$ cat config.mk
export PLATFORM = sky130hd
export DESIGN_NAME = gpio_input_sync
export DESIGN_NICKNAME = d
export VERILOG_FILES = /design/src/logic/gpio_pkg.sv /design/src/logic/gpio_input_sync.sv
export SDC_FILE = /design/constraint.sdc
export NUM_CORES = 1
export LEC_CHECK = 0
export BUFFER_PORTS_ARGS = -buffer_cell sky130_fd_sc_hd__buf_2
export CAP_MARGIN = 20
export CORE_ASPECT_RATIO = 1.1
export CORE_UTILIZATION = 41
export CTS_CLUSTER_SIZE = 24
export DETAILED_ROUTE_END_ITERATION = 10
export PLACE_DENSITY = 0.73
export SYNTH_ARGS = -nofsm -noshare
export SYNTH_HDL_FRONTEND = slang
export SYNTH_SLANG_ARGS = --single-unit
$ cat constraint.sdc
create_clock -name clk -period 0.8 [get_ports clk]
set_clock_uncertainty 0.2 [all_clocks]
set_input_delay 0.08 -clock clk [delete_from_list [all_inputs] [get_ports clk]]
set_output_delay 0.08 -clock clk [all_outputs]
set_load 0.01 [all_outputs]
$ cat src/logic/gpio_pkg.sv
// shared definitions for the GPIO subsystem
// widths, register map, control FSM states, AXI4-Lite channel structs

`default_nettype none

package gpio_pkg;

  /////////////////////////////////////////////////////////////////////
  // widths
  /////////////////////////////////////////////////////////////////////

  // controlled GPIO bits, also the AXI4-Lite data width
  localparam int unsigned gpio_w = 32;
  // board pads, upper ones are unused
  localparam int unsigned pad_w = 41;
  // reset synchronizer depth
  localparam int unsigned rst_sync_depth = 4;
  // register address width
  localparam int unsigned axil_addr_w = 8;

  // AXI response code, only OKAY is ever returned
  localparam logic [1:0] axil_resp_okay = 2'b00;

  /////////////////////////////////////////////////////////////////////
  // register map and control states
  /////////////////////////////////////////////////////////////////////

  typedef enum logic [axil_addr_w-1:0] {
    reg_out      = 8'h00,
    reg_oe       = 8'h04,
    // read only, synchronized pads
    reg_in       = 8'h08,
    reg_irq_en   = 8'h0C,
    // write one to clear
    reg_irq_stat = 8'h10
  } gpio_reg_e;

  typedef enum logic [1:0] {
    st_idle,
    st_wresp,
    st_rresp
  } axil_state_e;

  /////////////////////////////////////////////////////////////////////
  // AXI4-Lite channels
  /////////////////////////////////////////////////////////////////////

  // master to slave
  typedef struct packed {
    logic                   awvalid;
    logic [axil_addr_w-1:0] awaddr;
    logic                   wvalid;
    logic [gpio_w-1:0]      wdata;
    logic                   bready;
    logic                   arvalid;
    logic [axil_addr_w-1:0] araddr;
    logic                   rready;
  } axil_req_t;

  // slave to master
  typedef struct packed {
    logic              awready;
    logic              wready;
    logic              bvalid;
    logic [1:0]        bresp;
    logic              arready;
    logic              rvalid;
    logic [gpio_w-1:0] rdata;
    logic [1:0]        rresp;
  } axil_rsp_t;

endpackage : gpio_pkg

`default_nettype wire

$ cat src/logic/gpio_input_sync.sv
// pad input synchronizer
// two flop stages per bit, cleared by reset

`timescale 1ns/10ps
`default_nettype none

module gpio_input_sync import gpio_pkg::*; (
  input  logic              clk,
  input  logic              rst_n,
  input  logic [gpio_w-1:0] pad_in,
  output logic [gpio_w-1:0] gpio_in
);

// first stage, may go metastable
logic [gpio_w-1:0] meta_q;

// pads are not related to clk at all
// second stage gives a full cycle to settle
always_ff @(posedge clk or negedge rst_n) begin
  if (!rst_n) begin
    meta_q  <= '0;
    gpio_in <= '0;
  end else begin
    meta_q  <= pad_in;
    gpio_in <= meta_q;
  end
end

// a pad change shows on gpio_in two edges later
// nothing downstream should look at meta_q

endmodule : gpio_input_sync

`default_nettype wire

=== Yosys cells after proc, flatten, opt, wreduce, memory -nomap -nowiden ===
Index checks and enable logic that the tools add are counted.
Widths: inputs -> output; s select.

* Logic and storage cells: 2
* Output and inout port bits: 32
* Register bits after elaboration: 64

=== Depth between registers and ports, before layout ===
* Depth in word-level cells: 0
* Mapped depth: 0
* Mapped depth without buffers: 0

=== Least setup slack after synthesis ===
No wires, ideal clock.

* Path kind: register -> output
* From: register gpio_in[0]
* To: output gpio_in[0]
* Path buffers: 0
* Arrival: 376 ps
* Stages on the path, launching flop included: 1
* Path slack: 144 ps
* Cells stage by stage: dfrtp_1

{| class="wikitable"
|+ RTL lines
! item !! RTL line !! text
|-
| from (decl) || gpio_input_sync.sv:11 || <nowiki>output logic [gpio_w-1:0] gpio_in</nowiki>
|-
| from (signal assigned) || gpio_input_sync.sv:25 || <nowiki>gpio_in <= meta_q;</nowiki>
|}

No word-level cell between the ends.

=== Worst setup path after layout ===
* From: register gpio_in[14]
* To: output gpio_in[14]

No word-level cell between the ends.

==> impl_metrics.toml <==
[setup_path]
path_cells = "buf_6"
cp-start-kind = "flip-flop"
r2r_end = "gpio_in[7]$_DFF_PN0_"
startpoint = "gpio_in[14]$_DFF_PN0_"
critPathTopFamily = "flip-flops"
critical_path_buf_inv_count = 1
reg2regPathDepth = 0
cp_slowest_stage_delay_ps = 400
path_class = "flip-flop to primary output"
critPathCaptureType = "primary output"
r2r-start = "meta_q[7]$_DFF_PN0_"
reg2reg_setup_slack_ps = 100
endpoint = "gpio_in[14]"
worstPathArrival_ps = 850
cp_max_fo = 1
required_ps = 520
slowest_stage = "dfrtp_1"
worst-path-stages = 1

[synthesis]
synth-seq-cells = 64
yosysTopAreaCell = "dfrtp_1"
synth_top_area_share_pct = 100
avgSynthCellArea_um2 = 25.0
synthesis.nets = 98
synth_warnings = 0
ys_seq_area_share_pct = 100
syn_inst = 64
synth.area.top_cells = "dfrtp_1 100%"
ys_types = 1
syn_area_um2 = 1600

[final_layout]
drive_above_1_share_pct = 46.1
multiInputGateArea_um2 = 0
final_nets = 209
final_common_cell = "dfrtp_1"
nFillCells = 247
multi_input_gates = 0
final_util_pct = 70.4
diodes = 0
seqCellArea_um2 = 1600
synthToLayoutAreaGrowth_pct = 62.0
final_cell_mix = "64 x dfrtp_1, 58 x buf_2, 33 x dlygate4sd3_1"

[place]
io_buffers = 65
hpwlAfterDp_mm = 1.60
globalplace.congestion = 0.682

[sta]
setup_tns_ps = -9330
rsz0062_at_grt = "true"
setup_viol = 32
slew_viol_final = 0
worstMarginPinSlew_ps = 244
layout_setup_ws_ps = -329
maxSlewHeadroom_pct = 83.7
layout_min_cycle_time_ps = 1130
max_freq_ghz = 0.886
hold_slack_ps = 82.7
hold_violations = 0
timing.final.crit_share_pct = 141

[floorplanning]
die_h_um = 67.6
core_area_um2 = 3680
dieArea_um2 = 4160
start_util_pct = 43.5
ios = 66
num_rows = 23
die_w_um = 61.6

[global_route]
grt_pass1_vias = 1026
grt_usage_pct = 18.5
antenna_found_initial = 0
grt.overflow.total = 0
grt_pass1_wl_mm = 4.89
grt_max_degree = 49

[outcome]
failed_checks = "negative setup slack"
status = "finished with violations"

[pwr]
power_density_nw_per_um2 = 2510
power_mw = 6.51
ir_drop_v = 0.00181
leakagePower_nw = 1.28

[route]
route.detailed.drc = 0
first_pass_iters = 2
num_vias = 921
drt_wl_total_mm = 3.21
detail-route-antenna-nets = 0
wire_per_inst_um = 14.0
avgViaCountPerCell = 4.00
drt_iter0_drc = 18

[flow_run]
max_cap_viol_count = 0

[cts]
cts_buffer_depth = 2
clk_pin_slew_ps = 70
h-tree-depth = 3
cts_tree = "built"
postCtsSetupBuffers = 0
cts.sinks = 64
clk_latency_ps = 320
cts_root_buffer = "clkbuf_8"
cts_buffers = 9

[hold_path]
worstHoldPathType = "primary input to asynchronous set/reset pin"
-- area by class of cell --
cell class	instances	area share (%)
flip-flops and latches	64	61.7
repair buffers	100	28.0
clock buffers	14	7.43
well taps	50	2.41
clock inverters	2	0.386
-- Yosys cell counts --
cell type  number
dfrtp_1        64
-- state kept, by name, summed over array words and instances (netlist names) --
register / count
gpio_in: 32
meta_q: 32
-- timing repair --
action                                 CTS  global route
resized for setup                        1             7
setup endpoints to repair               32            32
hold buffers                            33             0
endpoints found under the hold margin   96             0
-- stage by stage --
stage / cell area, µm² / setup WS, ps / std cells
3_3_place_gp: 2020 / 47.8 / 181
2_1_floorplan: 1600 / 144 / 64
3_5_place_dp: 2020 / 32.4 / 181
6_report: 2590 / -329 / 230
5_1_grt: 2590 / -363 / 230
4_1_cts: 2560 / -339 / 230
-- kinds of logic after synthesis --
family      count (synthesis)  synth area share [%]
flip-flops                 64                   100
-- metal layers --
layer  track usage [%]  wire length [µm]  vias to the layer above
met5                 0                 0                        -
met4              10.0                46                        0
met3              9.00               263                        6
met2              29.6              1770                       41
met1              19.8              1130                      455
li1                  -                 -                      419
-- tightest hold or removal path, cell delays in order --
cell and delay [ps]:
dlygate4sd3_1 510, buf_2 130, buf_4 230
-- worst min path at each step --
stage                                  to  slack [ps]
global placement     meta_q[24]$_DFF_PN0_        -130
global route        gpio_in[10]$_DFF_PN0_          80
finish               meta_q[31]$_DFF_PN0_          80
detailed placement   meta_q[28]$_DFF_PN0_        -110
floorplan            gpio_in[0]$_DFF_PN0_        -420
CTS                  meta_q[28]$_DFF_PN0_          80
-- power breakdown --
part	internal, mW	total (mW)	switching (mW)
clock network	1.54	2.63	1.09
registers	3.40	3.45	0.0472
logic	0.250	0.436	0.186
total	5.19	6.51	1.32
Note: power is estimated with default switching activity, not from simulation.
