==> src/logic/gpio_pkg.sv <==
// shared definitions for the GPIO subsystem
// widths, register map, control FSM states, AXI4-Lite channel structs

`default_nettype none

package gpio_pkg;

  /////////////////////////////////////////////////////////////////////
  // widths
  /////////////////////////////////////////////////////////////////////

  // controlled GPIO bits, also the AXI4-Lite data width
  localparam int unsigned gpio_w = 32;
  // board pads, upper ones are unused
  localparam int unsigned pad_w = 41;
  // reset synchronizer depth
  localparam int unsigned rst_sync_depth = 4;
  // register address width
  localparam int unsigned axil_addr_w = 8;

  // AXI response code, only OKAY is ever returned
  localparam logic [1:0] axil_resp_okay = 2'b00;

  /////////////////////////////////////////////////////////////////////
  // register map and control states
  /////////////////////////////////////////////////////////////////////

  typedef enum logic [axil_addr_w-1:0] {
    reg_out      = 8'h00,
    reg_oe       = 8'h04,
    // read only, synchronized pads
    reg_in       = 8'h08,
    reg_irq_en   = 8'h0C,
    // write one to clear
    reg_irq_stat = 8'h10
  } gpio_reg_e;

  typedef enum logic [1:0] {
    st_idle,
    st_wresp,
    st_rresp
  } axil_state_e;

  /////////////////////////////////////////////////////////////////////
  // AXI4-Lite channels
  /////////////////////////////////////////////////////////////////////

  // master to slave
  typedef struct packed {
    logic                   awvalid;
    logic [axil_addr_w-1:0] awaddr;
    logic                   wvalid;
    logic [gpio_w-1:0]      wdata;
    logic                   bready;
    logic                   arvalid;
    logic [axil_addr_w-1:0] araddr;
    logic                   rready;
  } axil_req_t;

  // slave to master
  typedef struct packed {
    logic              awready;
    logic              wready;
    logic              bvalid;
    logic [1:0]        bresp;
    logic              arready;
    logic              rvalid;
    logic [gpio_w-1:0] rdata;
    logic [1:0]        rresp;
  } axil_rsp_t;

endpackage : gpio_pkg

`default_nettype wire

==> src/logic/gpio_axil_ctrl.sv <==
// AXI4-Lite slave for the GPIO register block
// one transaction at a time, write wins over read
// holds OUT, OE and IRQ_EN, pulses the IRQ status clear mask

`timescale 1ns/10ps
`default_nettype none

module gpio_axil_ctrl import gpio_pkg::*; (
  input  logic              clk,
  input  logic              rst_n,
  // bus
  input  axil_req_t         axil_req,
  output axil_rsp_t         axil_rsp,
  // GPIO side
  input  logic [gpio_w-1:0] gpio_in,
  input  logic [gpio_w-1:0] irq_stat,
  output logic [gpio_w-1:0] gpio_out,
  output logic [gpio_w-1:0] gpio_oe,
  output logic [gpio_w-1:0] irq_en,
  output logic [gpio_w-1:0] irq_clr
);

/////////////////////////////////////////////////////////////////////
// local signals
/////////////////////////////////////////////////////////////////////

// FSM
axil_state_e state;
axil_state_e state_nxt;

// handshakes taken this cycle
logic wr_go;
logic rd_go;

// decoded addresses
gpio_reg_e wr_addr;
gpio_reg_e rd_addr;

// read path
logic [gpio_w-1:0] rdata_mux;
logic [gpio_w-1:0] rdata_q;

/////////////////////////////////////////////////////////////////////
// handshake and FSM
/////////////////////////////////////////////////////////////////////

// write needs address and data together
assign wr_go = (state == st_idle) && axil_req.awvalid && axil_req.wvalid;
// read only when no write is waiting
assign rd_go = (state == st_idle) && axil_req.arvalid && !(axil_req.awvalid && axil_req.wvalid);

always_comb begin
  state_nxt = state;
  case (state)
    st_idle: begin
      if (wr_go) begin
        state_nxt = st_wresp;
      end else if (rd_go) begin
        state_nxt = st_rresp;
      end
    end
    // hold response until master takes it
    st_wresp: begin
      if (axil_req.bready) begin
        state_nxt = st_idle;
      end
    end
    st_rresp: begin
      if (axil_req.rready) begin
        state_nxt = st_idle;
      end
    end
    default: begin
      state_nxt = st_idle;
    end
  endcase
end

always_ff @(posedge clk or negedge rst_n) begin
  if (!rst_n) begin
    state <= st_idle;
  end else begin
    state <= state_nxt;
  end
end

/////////////////////////////////////////////////////////////////////
// write path
/////////////////////////////////////////////////////////////////////

assign wr_addr = gpio_reg_e'(axil_req.awaddr);

// whole word writes, strobes not supported
always_ff @(posedge clk or negedge rst_n) begin
  if (!rst_n) begin
    gpio_out <= '0;
    gpio_oe  <= '0;
    irq_en   <= '0;
  end else if (wr_go) begin
    case (wr_addr)
      reg_out:    gpio_out <= axil_req.wdata;
      reg_oe:     gpio_oe  <= axil_req.wdata;
      reg_irq_en: irq_en   <= axil_req.wdata;
      // IN is read only, status handled below
      default: begin
      end
    endcase
  end
end

// clear mask only during the write handshake cycle
assign irq_clr = (wr_go && (wr_addr == reg_irq_stat)) ? axil_req.wdata : '0;

/////////////////////////////////////////////////////////////////////
// read path
/////////////////////////////////////////////////////////////////////

assign rd_addr = gpio_reg_e'(axil_req.araddr);

always_comb begin
  case (rd_addr)
    reg_out:      rdata_mux = gpio_out;
    reg_oe:       rdata_mux = gpio_oe;
    reg_in:       rdata_mux = gpio_in;
    reg_irq_en:   rdata_mux = irq_en;
    reg_irq_stat: rdata_mux = irq_stat;
    // unmapped reads zero
    default:      rdata_mux = '0;
  endcase
end

// sampled at address handshake, held through the response
always_ff @(posedge clk) begin
  if (rd_go) begin
    rdata_q <= rdata_mux;
  end
end

/////////////////////////////////////////////////////////////////////
// response channels
/////////////////////////////////////////////////////////////////////

assign axil_rsp.awready = wr_go;
assign axil_rsp.wready  = wr_go;
assign axil_rsp.bvalid  = (state == st_wresp);
assign axil_rsp.bresp   = axil_resp_okay;
assign axil_rsp.arready = rd_go;
assign axil_rsp.rvalid  = (state == st_rresp);
assign axil_rsp.rdata   = rdata_q;
assign axil_rsp.rresp   = axil_resp_okay;

endmodule : gpio_axil_ctrl

`default_nettype wire

==> config.mk <==
export PLATFORM = sky130hd
export DESIGN_NAME = gpio_axil_ctrl
export DESIGN_NICKNAME = d
export VERILOG_FILES = /design/src/logic/gpio_pkg.sv /design/src/logic/gpio_axil_ctrl.sv
export SDC_FILE = /design/constraint.sdc
export NUM_CORES = 1
export LEC_CHECK = 0
export BUFFER_PORTS_ARGS = -buffer_cell sky130_fd_sc_hd__buf_4
export CORE_MARGIN = 3
export CORE_UTILIZATION = 38
export CTS_BUF_LIST = sky130_fd_sc_hd__clkbuf_2
export DETAILED_ROUTE_END_ITERATION = 8
export PLACE_DENSITY_LB_ADDON = 0.12
export SYNTH_ARGS = -nofsm -noshare
export SYNTH_HDL_FRONTEND = slang
export SYNTH_SLANG_ARGS = --single-unit
==> constraint.sdc <==
create_clock -name clk -period 2.55 [get_ports clk]
set_clock_uncertainty 0.1 [all_clocks]
set_input_delay 0.255 -clock clk [delete_from_list [all_inputs] [get_ports clk]]
set_output_delay 0.255 -clock clk [all_outputs]
set_load 0.005 [all_outputs]
**Word level (Yosys, flattened, before mapping)**

Cells that the tools add are included.

- Reductions and logical operators: 14
- Eq/ne operators: 12
- Multiplexer cells: 7

Operator list:

| kind | count |
|---|---|
| $pmux 32 s5 | 1 |
| $mux 32 | 1 |
| $eq 8x4->1 const B | 3 |
| $eq 8x3->1 const B | 2 |
| $eq 8x5->1 const B | 2 |
| $logic_not 8->1 | 2 |
| $mux 2 | 4 |
| $logic_and 1x1->1 | 6 |
| $pmux 2 s3 | 1 |
| $reduce_and 2->1 | 3 |
| $ne 2x2->1 const B | 2 |
| $ne 3x3->1 const B | 1 |
| $reduce_and 3->1 | 1 |
| $eq 2x1->1 const B | 1 |
| $eq 2x2->1 const B | 1 |
| $logic_not 2->1 | 1 |
| $logic_not 1->1 | 1 |

- Input bits: 119
- Register bits: 130
- Logic and storage cells: 38
- Output and inout bits: 169

**Logic depth before layout (Yosys ltp)**

Gate-level depths: netlist (run 1).

- Depth in word-level cells: 6
- Gate-level depth with buffers: 6
- Mapped depth without buffers: 3

**Worst setup path after synthesis (run 1)**

No wires, ideal clock.

- Path kind: flip-flop to flip-flop
- Start: register state[0]
- End: register irq_en[10]
- Data required time: 2.325 ns
- Arrival: 1.761 ns
- Period minus slack after synthesis: 1.986 ns
- Stages on the path, launching flop included: 6
- Setup time: 0.125 ns
- Slack: 0.564 ns
- Path buffers: 2
- Cell sequence: dfrtp_1 > nand4bb_4 > or4_1 > buf_2 > buf_6 > mux2_4

- Longest elaborated chain between the ends: 4

RTL lines:

| item | RTL line | source |
|---|---|---|
| start, declared | gpio_axil_ctrl.sv:28 | `axil_state_e state;` |
| start signal, assigned | gpio_axil_ctrl.sv:81 | `state <= st_idle;` |
| start signal, assigned | gpio_axil_ctrl.sv:83 | `state <= state_nxt;` |
| $logic_not 2->1 | gpio_axil_ctrl.sv:48 | `assign wr_go = (state == st_idle) && axil_req.awvalid && axil_req.wvalid;` |
| $logic_and 1x1->1 (2 in series) | gpio_axil_ctrl.sv:48 |  |
| $reduce_and 2->1 (no line) | n/a |  |
| end signal, assigned | gpio_axil_ctrl.sv:103 | `reg_irq_en: irq_en <= axil_req.wdata;` |
| end, declared | gpio_axil_ctrl.sv:19 | `output logic [gpio_w-1:0] irq_en,` |

No other way between the ends.
A chain may end at the register's enable or synchronous reset.

**Worst setup path after layout (run 1)**

- Start: register state[0]
- End: output irq_clr[2]

- Longest elaborated chain between the ends: 5

RTL lines:

| item | RTL line | source |
|---|---|---|
| $logic_not 2->1 | gpio_axil_ctrl.sv:48 |  |
| $logic_and 1x1->1 (2 in series) | gpio_axil_ctrl.sv:48 |  |
| $logic_and 1x1->1 | gpio_axil_ctrl.sv:112 | `assign irq_clr = (wr_go && (wr_addr == reg_irq_stat)) ? axil_req.wdata : '0;` |
| $mux 32 | gpio_axil_ctrl.sv:112 |  |
| end, declared | gpio_axil_ctrl.sv:20 | `output logic [gpio_w-1:0] irq_clr` |

No other way between the ends.

==> results of run 1 <==
layout make-up:
cell class              count  area (um^2)
clock inverters            14          169
flip-flops and latches    130         3410
multi-input cells         288         2840
fillers                  1246         5890
inverters                   3         11.3
clock buffers              18         90.1
repair buffers            408         3490
diodes                      1         2.50
well taps                 216          270
synthesized netlist by cell type, types with 2 or more instances:
cell type  count
a22o_1        31
and2_1        32
and4b_1        2
buf_1          5
buf_2         12
buf_4          7
buf_6          3
clkbuf_1      15
dfrtp_1       98
edfxtp_1      32
inv_1          3
mux2_1         5
mux2_2        61
mux2_4        30
mux2i_1       64
nor2_1         2
nor3_1         2
nor4_2         2
o22ai_1       31
or3_1          2
or3b_2         2
or4_1          2
or4b_2         2
worst max-delay path, delay by kind of cell (launching register included):
family	cells	cell delay, ps
simple gates	3	630
flops	1	420
buf+inv	3	470
logic make-up after synthesis:
kind of cell / after synthesis / share of synthesized area
muxes: 160 / 0.287
buffers and inverters: 45 / 0.0364
AOI/OAI and AO/OA: 67 / 0.0779
DFF: 130 / 0.534
and+or+nand+nor: 57 / 0.0640
other: 1 / 0.000587
state kept, by name, indices dropped and copies added (netlist names):
signal,flops
rdata_q,32
gpio_out,32
irq_en,32
gpio_oe,32
state,2
cell usage in the layout (no fill, tap or decap), types with 3 or more instances in the layout:
master / instances
a22o_1: 31
and2_1: 17
and2_4: 15
buf_12: 6
buf_4: 282
buf_6: 17
bufinv_16: 4
clkbuf_2: 18
clkinv_1: 5
clkinv_2: 3
conb_1: 4
dfrtp_1: 98
dlygate4sd3_1: 101
edfxtp_1: 32
inv_1: 3
mux2_1: 5
mux2_2: 61
mux2_4: 30
mux2i_1: 64
nor4_4: 3
o22ai_1: 31
where the power goes:
| part | switching (mW) | total [mW] | internal, mW |
|---|---|---|---|
| Clock | 0.764 | 1.39 | 0.626 |
| Sequential | 0.0475 | 2.28 | 2.23 |
| Combinational | 0.329 | 0.765 | 0.436 |
| Total | 1.14 | 4.43 | 3.29 |
per-layer routing:
metal	track usage	routed length, um
met4	0.0812	450
met3	0.0594	2070
met2	0.421	11700
met1	0.314	9160
met5	0	0
stage by stage:
stage                     hold slack, ps  std cells  TNS [ps]  total power [mW]   util
after CTS                           36.1       1077     -3590              4.48  0.633
after global routing                14.9       1078     -4100              4.60  0.636
after detailed placement             199        936         0              2.96  0.543
after global placement               190        936         0              2.94  0.543
after floorplan                     -141        463         0              2.52      -
final                               82.0       1078         0              4.43  0.636
worst paths after layout:
check | startpoint | endpoint | slack, ps | depth (start not counted)
setup / recovery | state[0] | irq_clr[2] | 8 | 6
hold / removal | axil_req[43] | state[0] | 80 | 4
setup reg to reg | state[0] | irq_en[16] | 180 | 5
hold reg to reg | gpio_oe[3] | gpio_oe[3] | 440 | 1
max in group asynchronous | rst_n | gpio_oe[20] | 1540 | 4
min in group asynchronous | rst_n | gpio_oe[7] | 570 | 4
timing repair:
item / 4_1_cts / 5_1_grt
endpoints found under the hold margin: 228 / 0
buffers inserted: 6 / 0
hold buffers: 102 / 0
gates cloned: 1 / 1
pin swaps: 11 / 7
resized for setup: 29 / 14
endpoints found under the setup margin: 33 / 32
==> metrics, run 1 <==
Mapped Cells 460; cell taking the most area after synthesis dfrtp_1; ratio of cells with drive above 1 in the final layout 0.526; Nets 967; Post-route DRC 0; clk_lat worst skew 700 ps; largest stage delay on the critical path 420 ps; peak supply drop 295 uV; Startpoint Class register; share of synthesized flip-flops with an asynchronous set or reset 0.754; gr usage total 0.249; clk sinks 130; Netlist Area Pre-Place 6390 um^2; Hold WC Path Type in2reg; CTS tree built; Max Fclk 393 MHz; clock buffer depth 2; DRT Pass-1 Iters 4; sequential area share after synthesis 0.534; per-cell routed wire length 21.7 um; Post-Layout Inst Area 10300 um^2; pre-CTS WS 57.2 ps; hpwl dp 15200 um; global-route wire length before repair 34200 um; number of synthesized flops with an enable pin 32; mean number of vias per cell 5.13; root buffer cell clkbuf_2; vias in the first global route 5776; library cells used by synthesis 38; critical path class reg2out; power per cell area 431 nW/um^2; leakage power 5.31 nW; Vias 5535; Synth top area share 0.384; Area growth, synth to finish 60.9%; Clock transition at path regs 170 ps; Hold Vio Cnt, Final 0; antenna violations before repair 1; required time worst endpoint 2190 ps; Initial Utilization 0.395; YS warnings 0; Worst path slowest cell dfrtp_1; Final Cycle Share 0.997; dominant synthesized flop cell dfrtp_1; Max Cap Viol 0; DP Area 8780 um^2; Synth area leaders dfrtp_1 38%, edfxtp_1 15%, mux2_2 11%; Die Area 18400 um^2; max-slew violation count 0; port bufs 283; # rows 46; outcome complete, no violations; final setup fails 0; Slew @ Worst Pin 1090 ps; initial detailed-routing violation count 271; largest net degree at the start of global routing 44; #FFs+latches synth 130; IO Count 288; CP Max Fanout 7; Routability Congestion 0.785; critical path arrival 2190 ps; fin crit period 2540 ps; post-route ant nets 0; setup ws final 7.67 ps; Routed WL 23400 um; Avg Inst Size Synth 13.9 um^2; Core Area 16200 um^2; Die Y 136 um; Rel. slew slack 0.275; CTS Buf Count 17; crit-path cells nand4bb_4 > nor4_4 > buf_6 > clkbuf_16 > and2_1 > buf_4; RSZ-0062 raised after global routing true; Max H-tree Level 4; Worst setup EP type output port; Die X 136 um; total grt overflow 0
Note: power is estimated with default switching activity, not from simulation.
==> run 2: changes to the inputs <==
==> constraint.sdc (replaced) <==
create_clock -name clk -period 2.55 [get_ports clk]
set_clock_uncertainty 0.1 [all_clocks]
set_input_delay 0.255 -clock clk [delete_from_list [all_inputs] [get_ports clk]]
set_output_delay 0.255 -clock clk [all_outputs]
set_load 0.1 [all_outputs]
==> run 2 against run 1 <==
Against the previous run:
- the flow now finishes with violations (setup timing)
- power increased by 14%
- worst hold slack improved by 71 ps
- global-route usage increased by 1.8 points
- core utilization increased by 2.3 points
- wire length increased by 5.8%
- clock-buffer cell count increased by 2
- critical endpoint is now irq_clr[20]
- largest power group unchanged
==> metrics, run 2 (synthesized netlist as in run 1, its figures left out) <==
outcome finished with violations; failing checks setup timing; mean number of vias per cell 5.21; Hold Path Cell Cnt 5; Nets 972; most used cell along the critical path buf_12; ratio of cells with drive above 1 in the final layout 0.550; initial detailed-routing violation count 252; Max Fclk 365 MHz; setup ws final -187 ps; crit-path cells nand4bb_4 > nor4_4 > buf_4 > buf_12 > and2_4 > buf_12; Slew @ Worst Pin 1190 ps; CP Max Fanout 16; Startpoint Class register; fin crit period 2740 ps; Die Area 18400 um^2; largest net degree at the start of global routing 43; Area growth, synth to finish 66.7%; Core Area 16200 um^2; R2R Path End irq_en[8]; largest stage delay on the critical path 430 ps; Max H-tree Level 4; final setup fails 32; most frequent cells in the layout 270 x buf_4, 104 x dlygate4sd3_1, 98 x dfrtp_1; CP startpoint state[1]; IO Count 288; Max Cap Viol 0; root buffer cell clkbuf_2; reg-to-reg slack, setup 110 ps; global-route wire length before repair 36300 um; Rel. slew slack 0.204; leakage power 5.42 nW; reg2reg start state[1]; Routed WL 24800 um; Final Cycle Share 1.07; port bufs 283; total grt overflow 0; most common cell after layout, fill and taps aside buf_4; Die Y 136 um; RSZ-0062 raised after global routing true; Worst Hold End gpio_out[31]; Routability Congestion 0.782; critical path class reg2out; Post-route DRC 0; Clock transition at path regs 200 ps; gr usage total 0.266; per-cell routed wire length 22.9 um; Vias 5636; peak supply drop 455 uV; Hold WC Path Type in2reg; HP Start axil_req[48]; hold slack final 153 ps; clock buffer depth 2; post-route ant nets 0; CTS Buf Count 17; pre-CTS WS 189 ps; reg2reg path depth 5; max-slew violation count 0; Worst setup EP type output port; DRT Pass-1 Iters 4; ant diodes 0; clk_lat worst skew 710 ps; clk sinks 130; vias in the first global route 5978; CTS tree built; antenna violations before repair 0; Initial Utilization 0.395; power per cell area 475 nW/um^2; critical path arrival 2380 ps; # rows 46; Hold Vio Cnt, Final 0; hpwl dp 15500 um; Die X 136 um; required time worst endpoint 2190 ps; Worst path slowest cell dfrtp_1
-- run 2: worst max path at each step --
| stage | slack, ps | cells past startpoint | end |
|---|---|---|---|
| final | -190 | 6 | irq_clr[20] |
| after global routing | -360 | 6 | irq_clr[11] |
| after CTS | -210 | 6 | irq_clr[17] |
| after detailed placement | 190 | 4 | irq_en[8] |
| after global placement | 250 | 4 | irq_en[7] |
| after floorplan | 50 | 4 | irq_clr[10] |
-- run 2: per-layer routing --
| layer | track usage | part of all wire | vias up |
|---|---|---|---|
| met2 | 0.454 | 0.51 | 258 |
| met1 | 0.332 | 0.40 | 2843 |
| li1 | - | - | 2503 |
| met3 | 0.0695 | 0.074 | 32 |
| met4 | 0.0834 | 0.019 | 0 |
| met5 | 0 | 0 | - |
-- run 2: repair_timing --
action,CTS,global route
buffers inserted,5,1
endpoints found under the setup margin,33,34
gates resized for setup,133,2
hold buffers,105,0
pin swaps,17,0
hold endpoints to repair,238,0
gates cloned,2,0
-- run 2: worst max-delay path: cells and delay by family, from the launching register on --
family | cells | cell delay, ps
buffers and inverters | 3 | 520
flip-flops | 1 | 430
AND/OR/NAND/NOR | 3 | 710
-- run 2: stage by stage --
stage	power, mW	setup TNS (ps)	instance area (um^2)	std cells	utilization
final	5.06	-5310	10700	1082	0.659
after global routing	5.24	-10570	10700	1082	0.659
after CTS	5.09	-6290	10600	1081	0.658
after detailed placement	3.64	0	8760	937	0.542
after global placement	3.63	0	8760	937	0.542
after floorplan	3.20	0	6400	463	-
-- run 2: final cells by class --
type                            count  area (um^2)
Multi-Input combinational cell    288         2880
Clock buffer                       20          100
Timing Repair Buffer              413         3840
Fill cell                        1198         5520
Tap cell                          216          270
Sequential cell                   130         3410
Clock inverter                     12          140
Inverter                            3         11.3
-- run 2: where the power goes --
part,total (mW),internal [mW],switching (mW)
sequential,2.27,2.23,0.0459
combinational,1.46,0.448,1.02
clock,1.32,0.547,0.773
