==> config.mk <==
export PLATFORM = sky130hd
export DESIGN_NAME = gpio_event_detect
export DESIGN_NICKNAME = d
export VERILOG_FILES = /design/src/logic/gpio_pkg.sv /design/src/logic/gpio_event_detect.sv
export SDC_FILE = /design/constraint.sdc
export NUM_CORES = 1
export LEC_CHECK = 0
export ABC_AREA = 1
export BUFFER_PORTS_ARGS = -buffer_cell sky130_fd_sc_hd__buf_2
export CAP_MARGIN = 15
export CELL_PAD_IN_SITES_DETAIL_PLACEMENT = 0
export CELL_PAD_IN_SITES_GLOBAL_PLACEMENT = 1
export CORE_MARGIN = 2
export CORE_UTILIZATION = 33
export CTS_CLUSTER_DIAMETER = 200
export DETAILED_ROUTE_END_ITERATION = 12
export PLACE_DENSITY_LB_ADDON = 0.3
export SYNTH_ARGS = -nofsm -noshare
export SYNTH_HDL_FRONTEND = slang
export SYNTH_SLANG_ARGS = --single-unit
==> constraint.sdc <==
create_clock -name clk -period 1 [get_ports clk]
set_input_delay 0.15 -clock clk [delete_from_list [all_inputs] [get_ports clk]]
set_output_delay 0.15 -clock clk [all_outputs]
set_load 0.01 [all_outputs]
==> src/logic/gpio_pkg.sv <==
// shared definitions for the GPIO subsystem
// widths, register map, control FSM states, AXI4-Lite channel structs

`default_nettype none

package gpio_pkg;

  /////////////////////////////////////////////////////////////////////
  // widths
  /////////////////////////////////////////////////////////////////////

  // controlled GPIO bits, also the AXI4-Lite data width
  localparam int unsigned gpio_w = 32;
  // board pads, upper ones are unused
  localparam int unsigned pad_w = 41;
  // reset synchronizer depth
  localparam int unsigned rst_sync_depth = 4;
  // register address width
  localparam int unsigned axil_addr_w = 8;

  // AXI response code, only OKAY is ever returned
  localparam logic [1:0] axil_resp_okay = 2'b00;

  /////////////////////////////////////////////////////////////////////
  // register map and control states
  /////////////////////////////////////////////////////////////////////

  typedef enum logic [axil_addr_w-1:0] {
    reg_out      = 8'h00,
    reg_oe       = 8'h04,
    // read only, synchronized pads
    reg_in       = 8'h08,
    reg_irq_en   = 8'h0C,
    // write one to clear
    reg_irq_stat = 8'h10
  } gpio_reg_e;

  typedef enum logic [1:0] {
    st_idle,
    st_wresp,
    st_rresp
  } axil_state_e;

  /////////////////////////////////////////////////////////////////////
  // AXI4-Lite channels
  /////////////////////////////////////////////////////////////////////

  // master to slave
  typedef struct packed {
    logic                   awvalid;
    logic [axil_addr_w-1:0] awaddr;
    logic                   wvalid;
    logic [gpio_w-1:0]      wdata;
    logic                   bready;
    logic                   arvalid;
    logic [axil_addr_w-1:0] araddr;
    logic                   rready;
  } axil_req_t;

  // slave to master
  typedef struct packed {
    logic              awready;
    logic              wready;
    logic              bvalid;
    logic [1:0]        bresp;
    logic              arready;
    logic              rvalid;
    logic [gpio_w-1:0] rdata;
    logic [1:0]        rresp;
  } axil_rsp_t;

endpackage : gpio_pkg

`default_nettype wire

==> src/logic/gpio_event_detect.sv <==
// rising edge detector on synchronized GPIO inputs
// sticky interrupt status with write-one-to-clear
// registered interrupt line, OR of all status bits

`timescale 1ns/10ps
`default_nettype none

module gpio_event_detect import gpio_pkg::*; (
  input  logic              clk,
  input  logic              rst_n,
  input  logic [gpio_w-1:0] gpio_in,
  input  logic [gpio_w-1:0] irq_en,
  input  logic [gpio_w-1:0] irq_clr,
  output logic [gpio_w-1:0] irq_stat,
  output logic              irq
);

/////////////////////////////////////////////////////////////////////
// edge detection
/////////////////////////////////////////////////////////////////////

// previous input value
logic [gpio_w-1:0] gpio_in_q;
// enabled 0 to 1 transitions this cycle
logic [gpio_w-1:0] rise;
// status after clear and set
logic [gpio_w-1:0] stat_nxt;

always_ff @(posedge clk or negedge rst_n) begin
  if (!rst_n) begin
    gpio_in_q <= '0;
  end else begin
    gpio_in_q <= gpio_in;
  end
end

// falling edges are ignored
assign rise = gpio_in & ~gpio_in_q & irq_en;

/////////////////////////////////////////////////////////////////////
// status and interrupt
/////////////////////////////////////////////////////////////////////

// clear first, then set
// a new event wins over a clear in the same cycle
assign stat_nxt = (irq_stat & ~irq_clr) | rise;

always_ff @(posedge clk or negedge rst_n) begin
  if (!rst_n) begin
    irq_stat <= '0;
    irq      <= 1'b0;
  end else begin
    irq_stat <= stat_nxt;
    // registered together with status so both move on the same edge
    irq      <= |stat_nxt;
  end
end

endmodule : gpio_event_detect

`default_nettype wire

# [Yosys cells after proc, flatten, opt, wreduce, memory -nomap -nowiden]
# Index checks and enable logic that the tools add are counted.
[totals] ff_bits=65 word_cells=10
[op_classes] bitwise_logic=6 n_reduce_logical=1
[ops] operator="$and A32 B32 Y32" n=3
[ops] operator="$not A32 Y32" n=2
[ops] operator="$or A32 B32 Y32" n=1
[ops] operator="$reduce_or A32 Y1" n=1

# [Depth between registers and ports, before layout]
# Gate-level depths: netlist of run 1.
[logic_depth] depth_word=5 depth_mapped=9

# [Worst setup path before layout of run 1]
# Ideal clock, no wire load.
[synth_path] kind="reg-to-reg" from="register irq_stat[4]" to="register irq" setup_ns=0.119 arrival_ns=0.878 setup_slack_ns=0.004 path_stages_with_launch=9 path_buffers=0 cell_sequence="dfrtp_1 nand2_2 nand2_2 inv_2 nand2_1 nor2_1 nand2_1 nor2_1 nand2_1"
[synth_via] elab_chain_len=3
[synth_rtl] item="from (decl)" line_no="gpio_event_detect.sv:14" text="output logic [gpio_w-1:0] irq_stat,"
[synth_rtl] item="from (signal assigned)" line_no="gpio_event_detect.sv:53" text="irq_stat <= stat_nxt;"
[synth_rtl] item="$and A32 B32 Y32" line_no="gpio_event_detect.sv:46" text="assign stat_nxt = (irq_stat & ~irq_clr) | rise;"
[synth_rtl] item="$or A32 B32 Y32" line_no="gpio_event_detect.sv:46"
[synth_rtl] item="via stat_nxt[4]" line_no="gpio_event_detect.sv:27" text="logic [gpio_w-1:0] stat_nxt;"
[synth_rtl] item="$reduce_or A32 Y1" line_no="gpio_event_detect.sv:55" text="irq <= |stat_nxt;"
[synth_rtl] item="to (signal assigned)" line_no="gpio_event_detect.sv:55"
[synth_rtl] item="to (decl)" line_no="gpio_event_detect.sv:15" text="output logic irq"
# The timed path passes the listed nets, and every way through them passes these cells.

# [Final worst setup path of run 1]
[layout_path] from="register irq_stat[12]" to="output port irq_stat[12]"
# No word-level cell between the ends.

==> results of run 1 <==
-- logic make-up (layout without fill, tap and decap cells) --
group | count (synthesis) | in the layout
simple gates | 119 | 119
buf+inv | 66 | 256
flops | 65 | 65
compound gates | 4 | 4
-- flip-flops by register name, summed over array words and instances (netlist names) --
name and count:
gpio_in_q 32, irq 1, irq_stat 32
-- what timing repair did --
item | in CTS | in global routing
gates resized for setup | 12 | 5
setup buffers | 0 | 0
endpoints found under the hold margin | 98 | 3
setup endpoints to repair | 33 | 34
pin swaps | 6 | 0
-- power by group through the flow --
stage / Clock [mW] / Combinational [mW] / Sequential [mW]
final: 2.19 / 0.936 / 2.87
after global routing: 2.40 / 1.06 / 2.89
after global placement: 0 / 0.811 / 2.91
after detailed placement: 0 / 0.820 / 2.91
after floorplan: 0 / 0.290 / 2.96
after CTS: 2.27 / 0.946 / 2.87
-- synth_stat cells --
| cell | instances |
|---|---|
| sky130_fd_sc_hd__nand3_2 | 11 |
| sky130_fd_sc_hd__inv_1 | 55 |
| sky130_fd_sc_hd__nand3_1 | 7 |
| sky130_fd_sc_hd__o21ai_2 | 4 |
| sky130_fd_sc_hd__nand3b_1 | 12 |
| sky130_fd_sc_hd__nand2_4 | 2 |
| sky130_fd_sc_hd__nand4_2 | 1 |
| sky130_fd_sc_hd__nor2_2 | 2 |
| sky130_fd_sc_hd__dfrtp_1 | 65 |
| sky130_fd_sc_hd__nand2_1 | 50 |
| sky130_fd_sc_hd__nor2_1 | 8 |
| sky130_fd_sc_hd__nand2_2 | 17 |
| sky130_fd_sc_hd__nand3b_4 | 2 |
| sky130_fd_sc_hd__inv_2 | 11 |
| sky130_fd_sc_hd__nand4_1 | 7 |
-- per-stage QoR --
step           area (um2)  instances  setup slack, ps  hold slack [ps]
3_5_place_dp         3490        499             -155              135
2_1_floorplan        2600        254             3.87             -146
6_report             4060        546            -99.8            -6.79
5_1_grt              4060        546             -222            -25.7
3_3_place_gp         3490        499             -158              143
4_1_cts              4050        546             -123            -26.7
-- per-layer routing --
layer | GRT usage, % | up-vias
li1 | - | 1126
met1 | 19.1 | 989
met2 | 23.2 | 85
met3 | 4.64 | 6
met4 | 5.15 | 0
met5 | 0 | -
-- area by class of cell --
type                            count  area [um2]
Clock inverter                      5        55.1
Fill cell                         760        3620
Inverter                           66         248
Multi-Input combinational cell    123         738
Sequential cell                    65        1630
Tap cell                          102         128
Timing Repair Buffer              174        1130
Clock buffer                       11         141
-- path summary, 6_finish.rpt --
path	cells past startpoint	end	startpoint	slack, ps
max	2	irq_stat[12]	irq_stat[12]$_DFF_PN0_	-100
min	2	irq_stat[18]$_DFF_PN0_	irq_clr[18]	-7
max reg2reg	6	irq$_DFF_PN0_	irq_stat[31]$_DFF_PN0_	-80
min reg2reg	2	irq_stat[29]$_DFF_PN0_	irq_stat[29]$_DFF_PN0_	500
max in group asynchronous	3	gpio_in_q[28]$_DFF_PN0_	rst_n	290
min in group asynchronous	3	gpio_in_q[24]$_DFF_PN0_	rst_n	330
==> metrics.txt, run 1 <==
# TYPE chip_impl_metric gauge
chip_impl_info{name="crit_path_cell_trace",value="buf_6, buf_6"} 1
chip_impl_metric{name="grt_pass1_vias",unit=""} 2320
chip_impl_metric{name="routed-via-count",unit=""} 2206
chip_impl_metric{name="fraction_of_power_spent_switching_nets",unit="%"} 24.9
chip_impl_metric{name="setup_violations",unit=""} 17
chip_impl_info{name="synth_top_area_cell",value="sky130_fd_sc_hd__dfrtp_1"} 1
chip_impl_metric{name="avgRoutedWirePerCell",unit="um"} 10.7
chip_impl_metric{name="crit_path_max_fanout",unit=""} 2
chip_impl_info{name="layout.cells.most_common_list",value="sky130_fd_sc_hd__buf_2, sky130_fd_sc_hd__dfrtp_1, sky130_fd_sc_hd__inv_1"} 1
chip_impl_metric{name="postCtsHoldBufs",unit=""} 31
chip_impl_metric{name="required",unit="ps"} 850
chip_impl_metric{name="ys_seq_elements",unit=""} 65
chip_impl_metric{name="drt.antenna.violating_nets",unit=""} 0
chip_impl_metric{name="routed_via_density",unit=""} 4.04
chip_impl_metric{name="final_core_util",unit="%"} 52.9
chip_impl_metric{name="synth-simple-area-share",unit="%"} 26.6
chip_impl_metric{name="cell_internal_pwr",unit="mW"} 4.50
chip_impl_metric{name="area_of_the_core",unit="mm2"} 0.00769
chip_impl_metric{name="half_perimeter_wire_length_of_the_detailed_placement_result",unit="um"} 4380
chip_impl_metric{name="die_area",unit="mm2"} 0.00860
chip_impl_metric{name="power_leakage",unit="nW"} 2.33
chip_impl_metric{name="timing.critical_path.slowest_cell_delay",unit="ps"} 390
chip_impl_metric{name="grt_max_degree",unit=""} 36
chip_impl_metric{name="worst_ir_drop_vdd",unit="mV"} 0.564
chip_impl_metric{name="post-route-min-period",unit="ps"} 1100
chip_impl_metric{name="power.share.sequential",unit="%"} 47.8
chip_impl_metric{name="dieHeight",unit="um"} 92.8
chip_impl_info{name="root_buffer",value="sky130_fd_sc_hd__clkbuf_8"} 1
chip_impl_metric{name="insertion_delay",unit="ps"} 330
chip_impl_info{name="worstSetupEndpointType",value="output pin"} 1
chip_impl_metric{name="clk_transition_reported_paths",unit="ps"} 80
chip_impl_metric{name="yosysWarnings",unit=""} 0
chip_impl_metric{name="drv.max_cap_violation_count",unit=""} 0
chip_impl_info{name="critical_path_class",value="reg -> out"} 1
chip_impl_metric{name="multiplexer_share_of_the_synthesized_area",unit="%"} 0
chip_impl_metric{name="grt_pass1_wl",unit="um"} 10000
chip_impl_info{name="synth_top_cells_by_area",value="sky130_fd_sc_hd__dfrtp_1, sky130_fd_sc_hd__inv_1, sky130_fd_sc_hd__nand2_1"} 1
chip_impl_metric{name="tightestPinTransition",unit="ps"} 384
chip_impl_metric{name="detail_route.wirelength",unit="um"} 5850
chip_impl_info{name="status",value="finished with violations"} 1
chip_impl_metric{name="hold_violations",unit=""} 1
chip_impl_metric{name="power.total",unit="mW"} 5.99
chip_impl_metric{name="worstPathArrival",unit="ps"} 950
chip_impl_metric{name="fp.dieW",unit="um"} 92.8
chip_impl_info{name="crit_path_frequent_cell",value="sky130_fd_sc_hd__buf_6"} 1
chip_impl_metric{name="drt_drc_violations_left",unit=""} 0
chip_impl_metric{name="synth_compound_area_share",unit="%"} 1.35
chip_impl_info{name="grt_setup_unrepaired",value="yes"} 1
chip_impl_metric{name="detail_route.first_pass.iterations",unit=""} 4
chip_impl_metric{name="met3_wirelength_from_detailed_routing",unit="um"} 513
chip_impl_metric{name="period_share",unit="%"} 110
chip_impl_info{name="cpLargestDelayFamily",value="flip-flops"} 1
chip_impl_metric{name="clkPwrFrac",unit="%"} 36.5
chip_impl_info{name="violations",value="hold timing, setup timing"} 1
chip_impl_metric{name="syn-num-nets",unit=""} 352
chip_impl_metric{name="timing.final.ws_setup",unit="ps"} -99.8
chip_impl_metric{name="fin_tns_setup",unit="ps"} -672
chip_impl_metric{name="finClkSkew",unit="ps"} 10.6
chip_impl_metric{name="max_clock_freq",unit="GHz"} 0.909
chip_impl_info{name="synth_top_family_by_area",value="simple AND/OR/NAND/NOR gates"} 1
chip_impl_metric{name="synth_fa_ha_area_share",unit="%"} 0
chip_impl_metric{name="cellPowerDensity",unit="mW/mm2"} 1470
chip_impl_info{name="tritoncts_clock_tree",value="built"} 1
chip_impl_metric{name="power_frac_comb",unit="%"} 15.6
chip_impl_metric{name="synth_top_area_share",unit="%"} 62.6
chip_impl_metric{name="grt.overflow.total",unit=""} 0
chip_impl_metric{name="wl_met1",unit="um"} 2580
chip_impl_metric{name="net-switching-power",unit="mW"} 1.49
chip_impl_metric{name="postSynthCellCount",unit=""} 254
chip_impl_metric{name="floorplan.io_pins",unit=""} 131
chip_impl_metric{name="area_growth_syn_to_layout",unit="%"} 56.3
chip_impl_metric{name="synth.cell_area",unit="mm2"} 0.00260
chip_impl_metric{name="synthXorXnorAreaFrac",unit="%"} 0
chip_impl_metric{name="syn_avg_cell_area",unit="um2"} 10.2
chip_impl_metric{name="placement_rows",unit=""} 32
chip_impl_metric{name="netlist-cell-type-count",unit=""} 15
chip_impl_metric{name="globalplace.congestion",unit=""} 0.738
chip_impl_metric{name="final_max_slew_viols",unit=""} 0
chip_impl_info{name="critPathSlowestCell",value="sky130_fd_sc_hd__dfrtp_1"} 1
chip_impl_metric{name="numPortBuffers",unit=""} 130
chip_impl_metric{name="htree_levels",unit=""} 3
chip_impl_metric{name="finalHoldWorstSlack",unit="ps"} -6.79
chip_impl_metric{name="drt-initial-drc-count",unit=""} 26
chip_impl_metric{name="post_route_cells_drive_above_1_share",unit="%"} 48.0
chip_impl_metric{name="worstPathBufferInverterCount",unit=""} 2
chip_impl_info{name="hold_path_class",value="in -> reg"} 1
chip_impl_info{name="crit_path_start_kind",value="register"} 1
chip_impl_metric{name="cts_buffers",unit=""} 9
chip_impl_metric{name="tritoncts_num_sinks",unit=""} 65
chip_impl_metric{name="insertedDiodeCount",unit=""} 0
chip_impl_metric{name="num-nets-final",unit=""} 537
chip_impl_metric{name="slew_headroom",unit="%"} 74.4
chip_impl_metric{name="cts_buffer_depth",unit=""} 2
chip_impl_metric{name="antenna_found_initial",unit=""} 0
chip_impl_info{name="most_common_cell_after_layout_fill_and_taps_aside",value="sky130_fd_sc_hd__buf_2"} 1
chip_impl_metric{name="met2_length",unit="um"} 2720
chip_impl_info{name="top_layer_used",value="met4"} 1
chip_impl_metric{name="ys_seq_area_share",unit="%"} 62.6
chip_impl_metric{name="initial_utilization",unit="%"} 33.8
chip_impl_metric{name="grt_usage",unit="%"} 14.7
Power figures use the tool's default switching activity.
==> run 2: changes to the inputs <==
--- a/config.mk
+++ b/config.mk
@@ -6,15 +6,16 @@
 export NUM_CORES = 1
 export LEC_CHECK = 0
 export ABC_AREA = 1
-export BUFFER_PORTS_ARGS = -buffer_cell sky130_fd_sc_hd__buf_2
 export CAP_MARGIN = 15
 export CELL_PAD_IN_SITES_DETAIL_PLACEMENT = 0
 export CELL_PAD_IN_SITES_GLOBAL_PLACEMENT = 1
 export CORE_MARGIN = 2
-export CORE_UTILIZATION = 33
+export CORE_UTILIZATION = 45
 export CTS_CLUSTER_DIAMETER = 200
 export DETAILED_ROUTE_END_ITERATION = 12
+export DONT_BUFFER_PORTS = 1
 export PLACE_DENSITY_LB_ADDON = 0.3
+export SLEW_MARGIN = 5
 export SYNTH_ARGS = -nofsm -noshare
 export SYNTH_HDL_FRONTEND = slang
 export SYNTH_SLANG_ARGS = --single-unit
==> metrics.txt, run 2 (same netlist as run 1, synthesis figures left out) <==
# TYPE chip_impl_metric gauge
chip_impl_info{name="violations",value="hold timing, setup timing"} 1
chip_impl_metric{name="area_growth_syn_to_layout",unit="%"} 48.6
chip_impl_metric{name="slew_headroom",unit="%"} 88.1
chip_impl_metric{name="power_frac_comb",unit="%"} 15.0
chip_impl_metric{name="worst_ir_drop_vdd",unit="mV"} 1.02
chip_impl_metric{name="clkPwrFrac",unit="%"} 35.1
chip_impl_metric{name="post_route_cells_drive_above_1_share",unit="%"} 31.6
chip_impl_metric{name="globalplace.congestion",unit=""} 0.733
chip_impl_metric{name="detail_route.wirelength",unit="um"} 5800
chip_impl_metric{name="worstPathArrival",unit="ps"} 970
chip_impl_metric{name="worstPathBufferInverterCount",unit=""} 2
chip_impl_metric{name="hold_violations",unit=""} 77
chip_impl_metric{name="grt_pass1_vias",unit=""} 2112
chip_impl_metric{name="worst-r2r-setup-slack",unit="ps"} -70
chip_impl_info{name="most_common_cell_after_layout_fill_and_taps_aside",value="sky130_fd_sc_hd__dfrtp_1"} 1
chip_impl_info{name="critical_path_class",value="reg -> out"} 1
chip_impl_metric{name="cell_internal_pwr",unit="mW"} 4.43
chip_impl_metric{name="postCtsHoldBufs",unit=""} 50
chip_impl_metric{name="drt_drc_violations_left",unit=""} 0
chip_impl_metric{name="grt_max_degree",unit=""} 66
chip_impl_metric{name="power.share.sequential",unit="%"} 50.0
chip_impl_metric{name="drt.antenna.violating_nets",unit=""} 0
chip_impl_info{name="layout.cells.most_common_list",value="sky130_fd_sc_hd__dfrtp_1, sky130_fd_sc_hd__inv_1, sky130_fd_sc_hd__nand2_1, sky130_fd_sc_hd__dlygate4sd3_1, sky130_fd_sc_hd__buf_6"} 1
chip_impl_info{name="root_buffer",value="sky130_fd_sc_hd__clkbuf_8"} 1
chip_impl_metric{name="required",unit="ps"} 850
chip_impl_metric{name="num-nets-final",unit=""} 458
chip_impl_metric{name="routed_via_density",unit=""} 4.56
chip_impl_metric{name="insertion_delay",unit="ps"} 320
chip_impl_metric{name="cellPowerDensity",unit="mW/mm2"} 1500
chip_impl_metric{name="antenna_found_initial",unit=""} 0
chip_impl_metric{name="timing.critical_path.slowest_cell_delay",unit="ps"} 400
chip_impl_metric{name="cts_buffers",unit=""} 9
chip_impl_info{name="crit_path_start_kind",value="register"} 1
chip_impl_metric{name="avgRoutedWirePerCell",unit="um"} 13.3
chip_impl_metric{name="half_perimeter_wire_length_of_the_detailed_placement_result",unit="um"} 3820
chip_impl_info{name="tritoncts_clock_tree",value="built"} 1
chip_impl_metric{name="cts_buffer_depth",unit=""} 2
chip_impl_info{name="hold_path_class",value="in -> async"} 1
chip_impl_metric{name="max_clock_freq",unit="GHz"} 0.896
chip_impl_metric{name="die_area",unit="mm2"} 0.00640
chip_impl_metric{name="finalHoldWorstSlack",unit="ps"} -486
chip_impl_info{name="critPathSlowestCell",value="sky130_fd_sc_hd__dfrtp_1"} 1
chip_impl_metric{name="fp.dieW",unit="um"} 80.0
chip_impl_metric{name="finish.instance_area",unit="mm2"} 0.00386
chip_impl_metric{name="numPortBuffers",unit=""} 0
chip_impl_info{name="worstSetupEndpointType",value="output pin"} 1
chip_impl_metric{name="detail_route.first_pass.iterations",unit=""} 4
chip_impl_metric{name="htree_levels",unit=""} 3
chip_impl_metric{name="fin_tns_setup",unit="ps"} -600
chip_impl_info{name="cpLargestDelayFamily",value="flip-flops"} 1
chip_impl_metric{name="clk_transition_reported_paths",unit="ps"} 70
chip_impl_info{name="layout_top_registers",value="gpio_in_q x32, irq_stat x32, irq x1"} 1
chip_impl_metric{name="tightestPinTransition",unit="ps"} 178
chip_impl_metric{name="placement_rows",unit=""} 27
chip_impl_metric{name="fraction_of_power_spent_switching_nets",unit="%"} 23.5
chip_impl_metric{name="finClkSkew",unit="ps"} 7.02
chip_impl_metric{name="insertedDiodeCount",unit=""} 0
chip_impl_metric{name="routed-via-count",unit=""} 1986
chip_impl_metric{name="timing.final.ws_setup",unit="ps"} -115
chip_impl_metric{name="period_share",unit="%"} 112
chip_impl_metric{name="numPlacedInstances",unit=""} 366
chip_impl_metric{name="area_of_the_core",unit="mm2"} 0.00554
chip_impl_metric{name="net-switching-power",unit="mW"} 1.36
chip_impl_metric{name="crit_path_max_fanout",unit=""} 2
chip_impl_metric{name="final_max_slew_viols",unit=""} 0
chip_impl_metric{name="layout.cells.non_filler",unit=""} 436
chip_impl_metric{name="final_core_util",unit="%"} 69.7
chip_impl_metric{name="drt-initial-drc-count",unit=""} 91
chip_impl_metric{name="post-route-min-period",unit="ps"} 1120
chip_impl_metric{name="grt_pass1_wl",unit="um"} 9360
chip_impl_info{name="status",value="finished with violations"} 1
chip_impl_metric{name="power_leakage",unit="nW"} 2.08
chip_impl_info{name="crit_path_cell_trace",value="buf_4, buf_6"} 1
chip_impl_metric{name="floorplan.io_pins",unit=""} 131
chip_impl_metric{name="setup_violations",unit=""} 11
chip_impl_metric{name="grt_usage",unit="%"} 19.5
chip_impl_metric{name="grt.overflow.total",unit=""} 0
chip_impl_info{name="grt_setup_unrepaired",value="yes"} 1
chip_impl_metric{name="post_dp_cell_area",unit="mm2"} 0.00299
chip_impl_metric{name="drv.max_cap_violation_count",unit=""} 0
chip_impl_metric{name="dieHeight",unit="um"} 80.0
chip_impl_metric{name="tritoncts_num_sinks",unit=""} 65
chip_impl_metric{name="initial_utilization",unit="%"} 46.9
## run 2: cell types whose count changed in the layout (fill, tap and decap cells not counted), sizes merged
cell and delta:
dlygate4sd3 +16, clkinvlp -2, clkinv +1, buf -98, dlymetal6s4s +3
## run 2: power by group through the flow
stage / clock network, mW / registers [mW] / logic, mW
6_report: 2.03 / 2.89 / 0.865
5_1_grt: 2.22 / 2.91 / 0.949
4_1_cts: 2.09 / 2.89 / 0.825
3_5_place_dp: 0 / 2.92 / 0.578
3_3_place_gp: 0 / 2.91 / 0.570
2_1_floorplan: 0 / 2.96 / 0.290
## run 2: per-layer routing
layer	vias to the layer above	wire length [um]	GRT usage, %
met4	0	76	8.14
met2	80	3020	33.7
met1	924	2280	22.3
li1	975	-	-
met5	-	0	0
met3	7	422	5.88
## run 2: worst paths after layout
kind / to / from / depth (start not counted)
max in group asynchronous: irq_stat[11]$_DFF_PN0_ / rst_n / 0
hold reg to reg: irq_stat[8]$_DFF_PN0_ / gpio_in_q[8]$_DFF_PN0_ / 3
min in group clk: irq_stat[26]$_DFF_PN0_ / irq_clr[26] / 1
hold / removal: gpio_in_q[18]$_DFF_PN0_ / rst_n / 0
setup reg to reg: irq$_DFF_PN0_ / irq_stat[24]$_DFF_PN0_ / 9
setup / recovery: irq_stat[23] / irq_stat[23]$_DFF_PN0_ / 2
## run 2: stage by stage
step	power, mW	setup WS (ps)
after global routing	6.08	-188
after detailed placement	3.49	-118
final	5.79	-115
after CTS	5.80	-114
after floorplan	3.25	3.87
after global placement	3.48	-109
## run 2: area by class of cell
cell class,instances,area [um2]
inverters,66,248
clock buffers,11,131
multi-input cells,123,746
repair buffers,95,977
flip-flops and latches,65,1630
well taps,72,90.1
clock inverters,4,45.0
fillers,429,1680
## run 2: timing repair
| action | 4_1_cts | 5_1_grt |
|---|---|---|
| setup endpoints to repair | 32 | 33 |
| setup buffers | 1 | 4 |
| resized for setup | 32 | 14 |
| gates cloned | 0 | 0 |
| hold endpoints to repair | 124 | 76 |
| pin swaps | 3 | 16 |
## run 2: worst register-to-register path, stage by stage, from the launching register on
cell and delay [ps]:
sky130_fd_sc_hd__dfrtp_1 390, sky130_fd_sc_hd__buf_6 120, sky130_fd_sc_hd__nand2_4 50, sky130_fd_sc_hd__nand2_4 40, sky130_fd_sc_hd__inv_2 40, sky130_fd_sc_hd__nand2_2 40
sky130_fd_sc_hd__nor2_1 70, sky130_fd_sc_hd__nand2_1 60, sky130_fd_sc_hd__nor2_1 90, sky130_fd_sc_hd__nand2_1 50
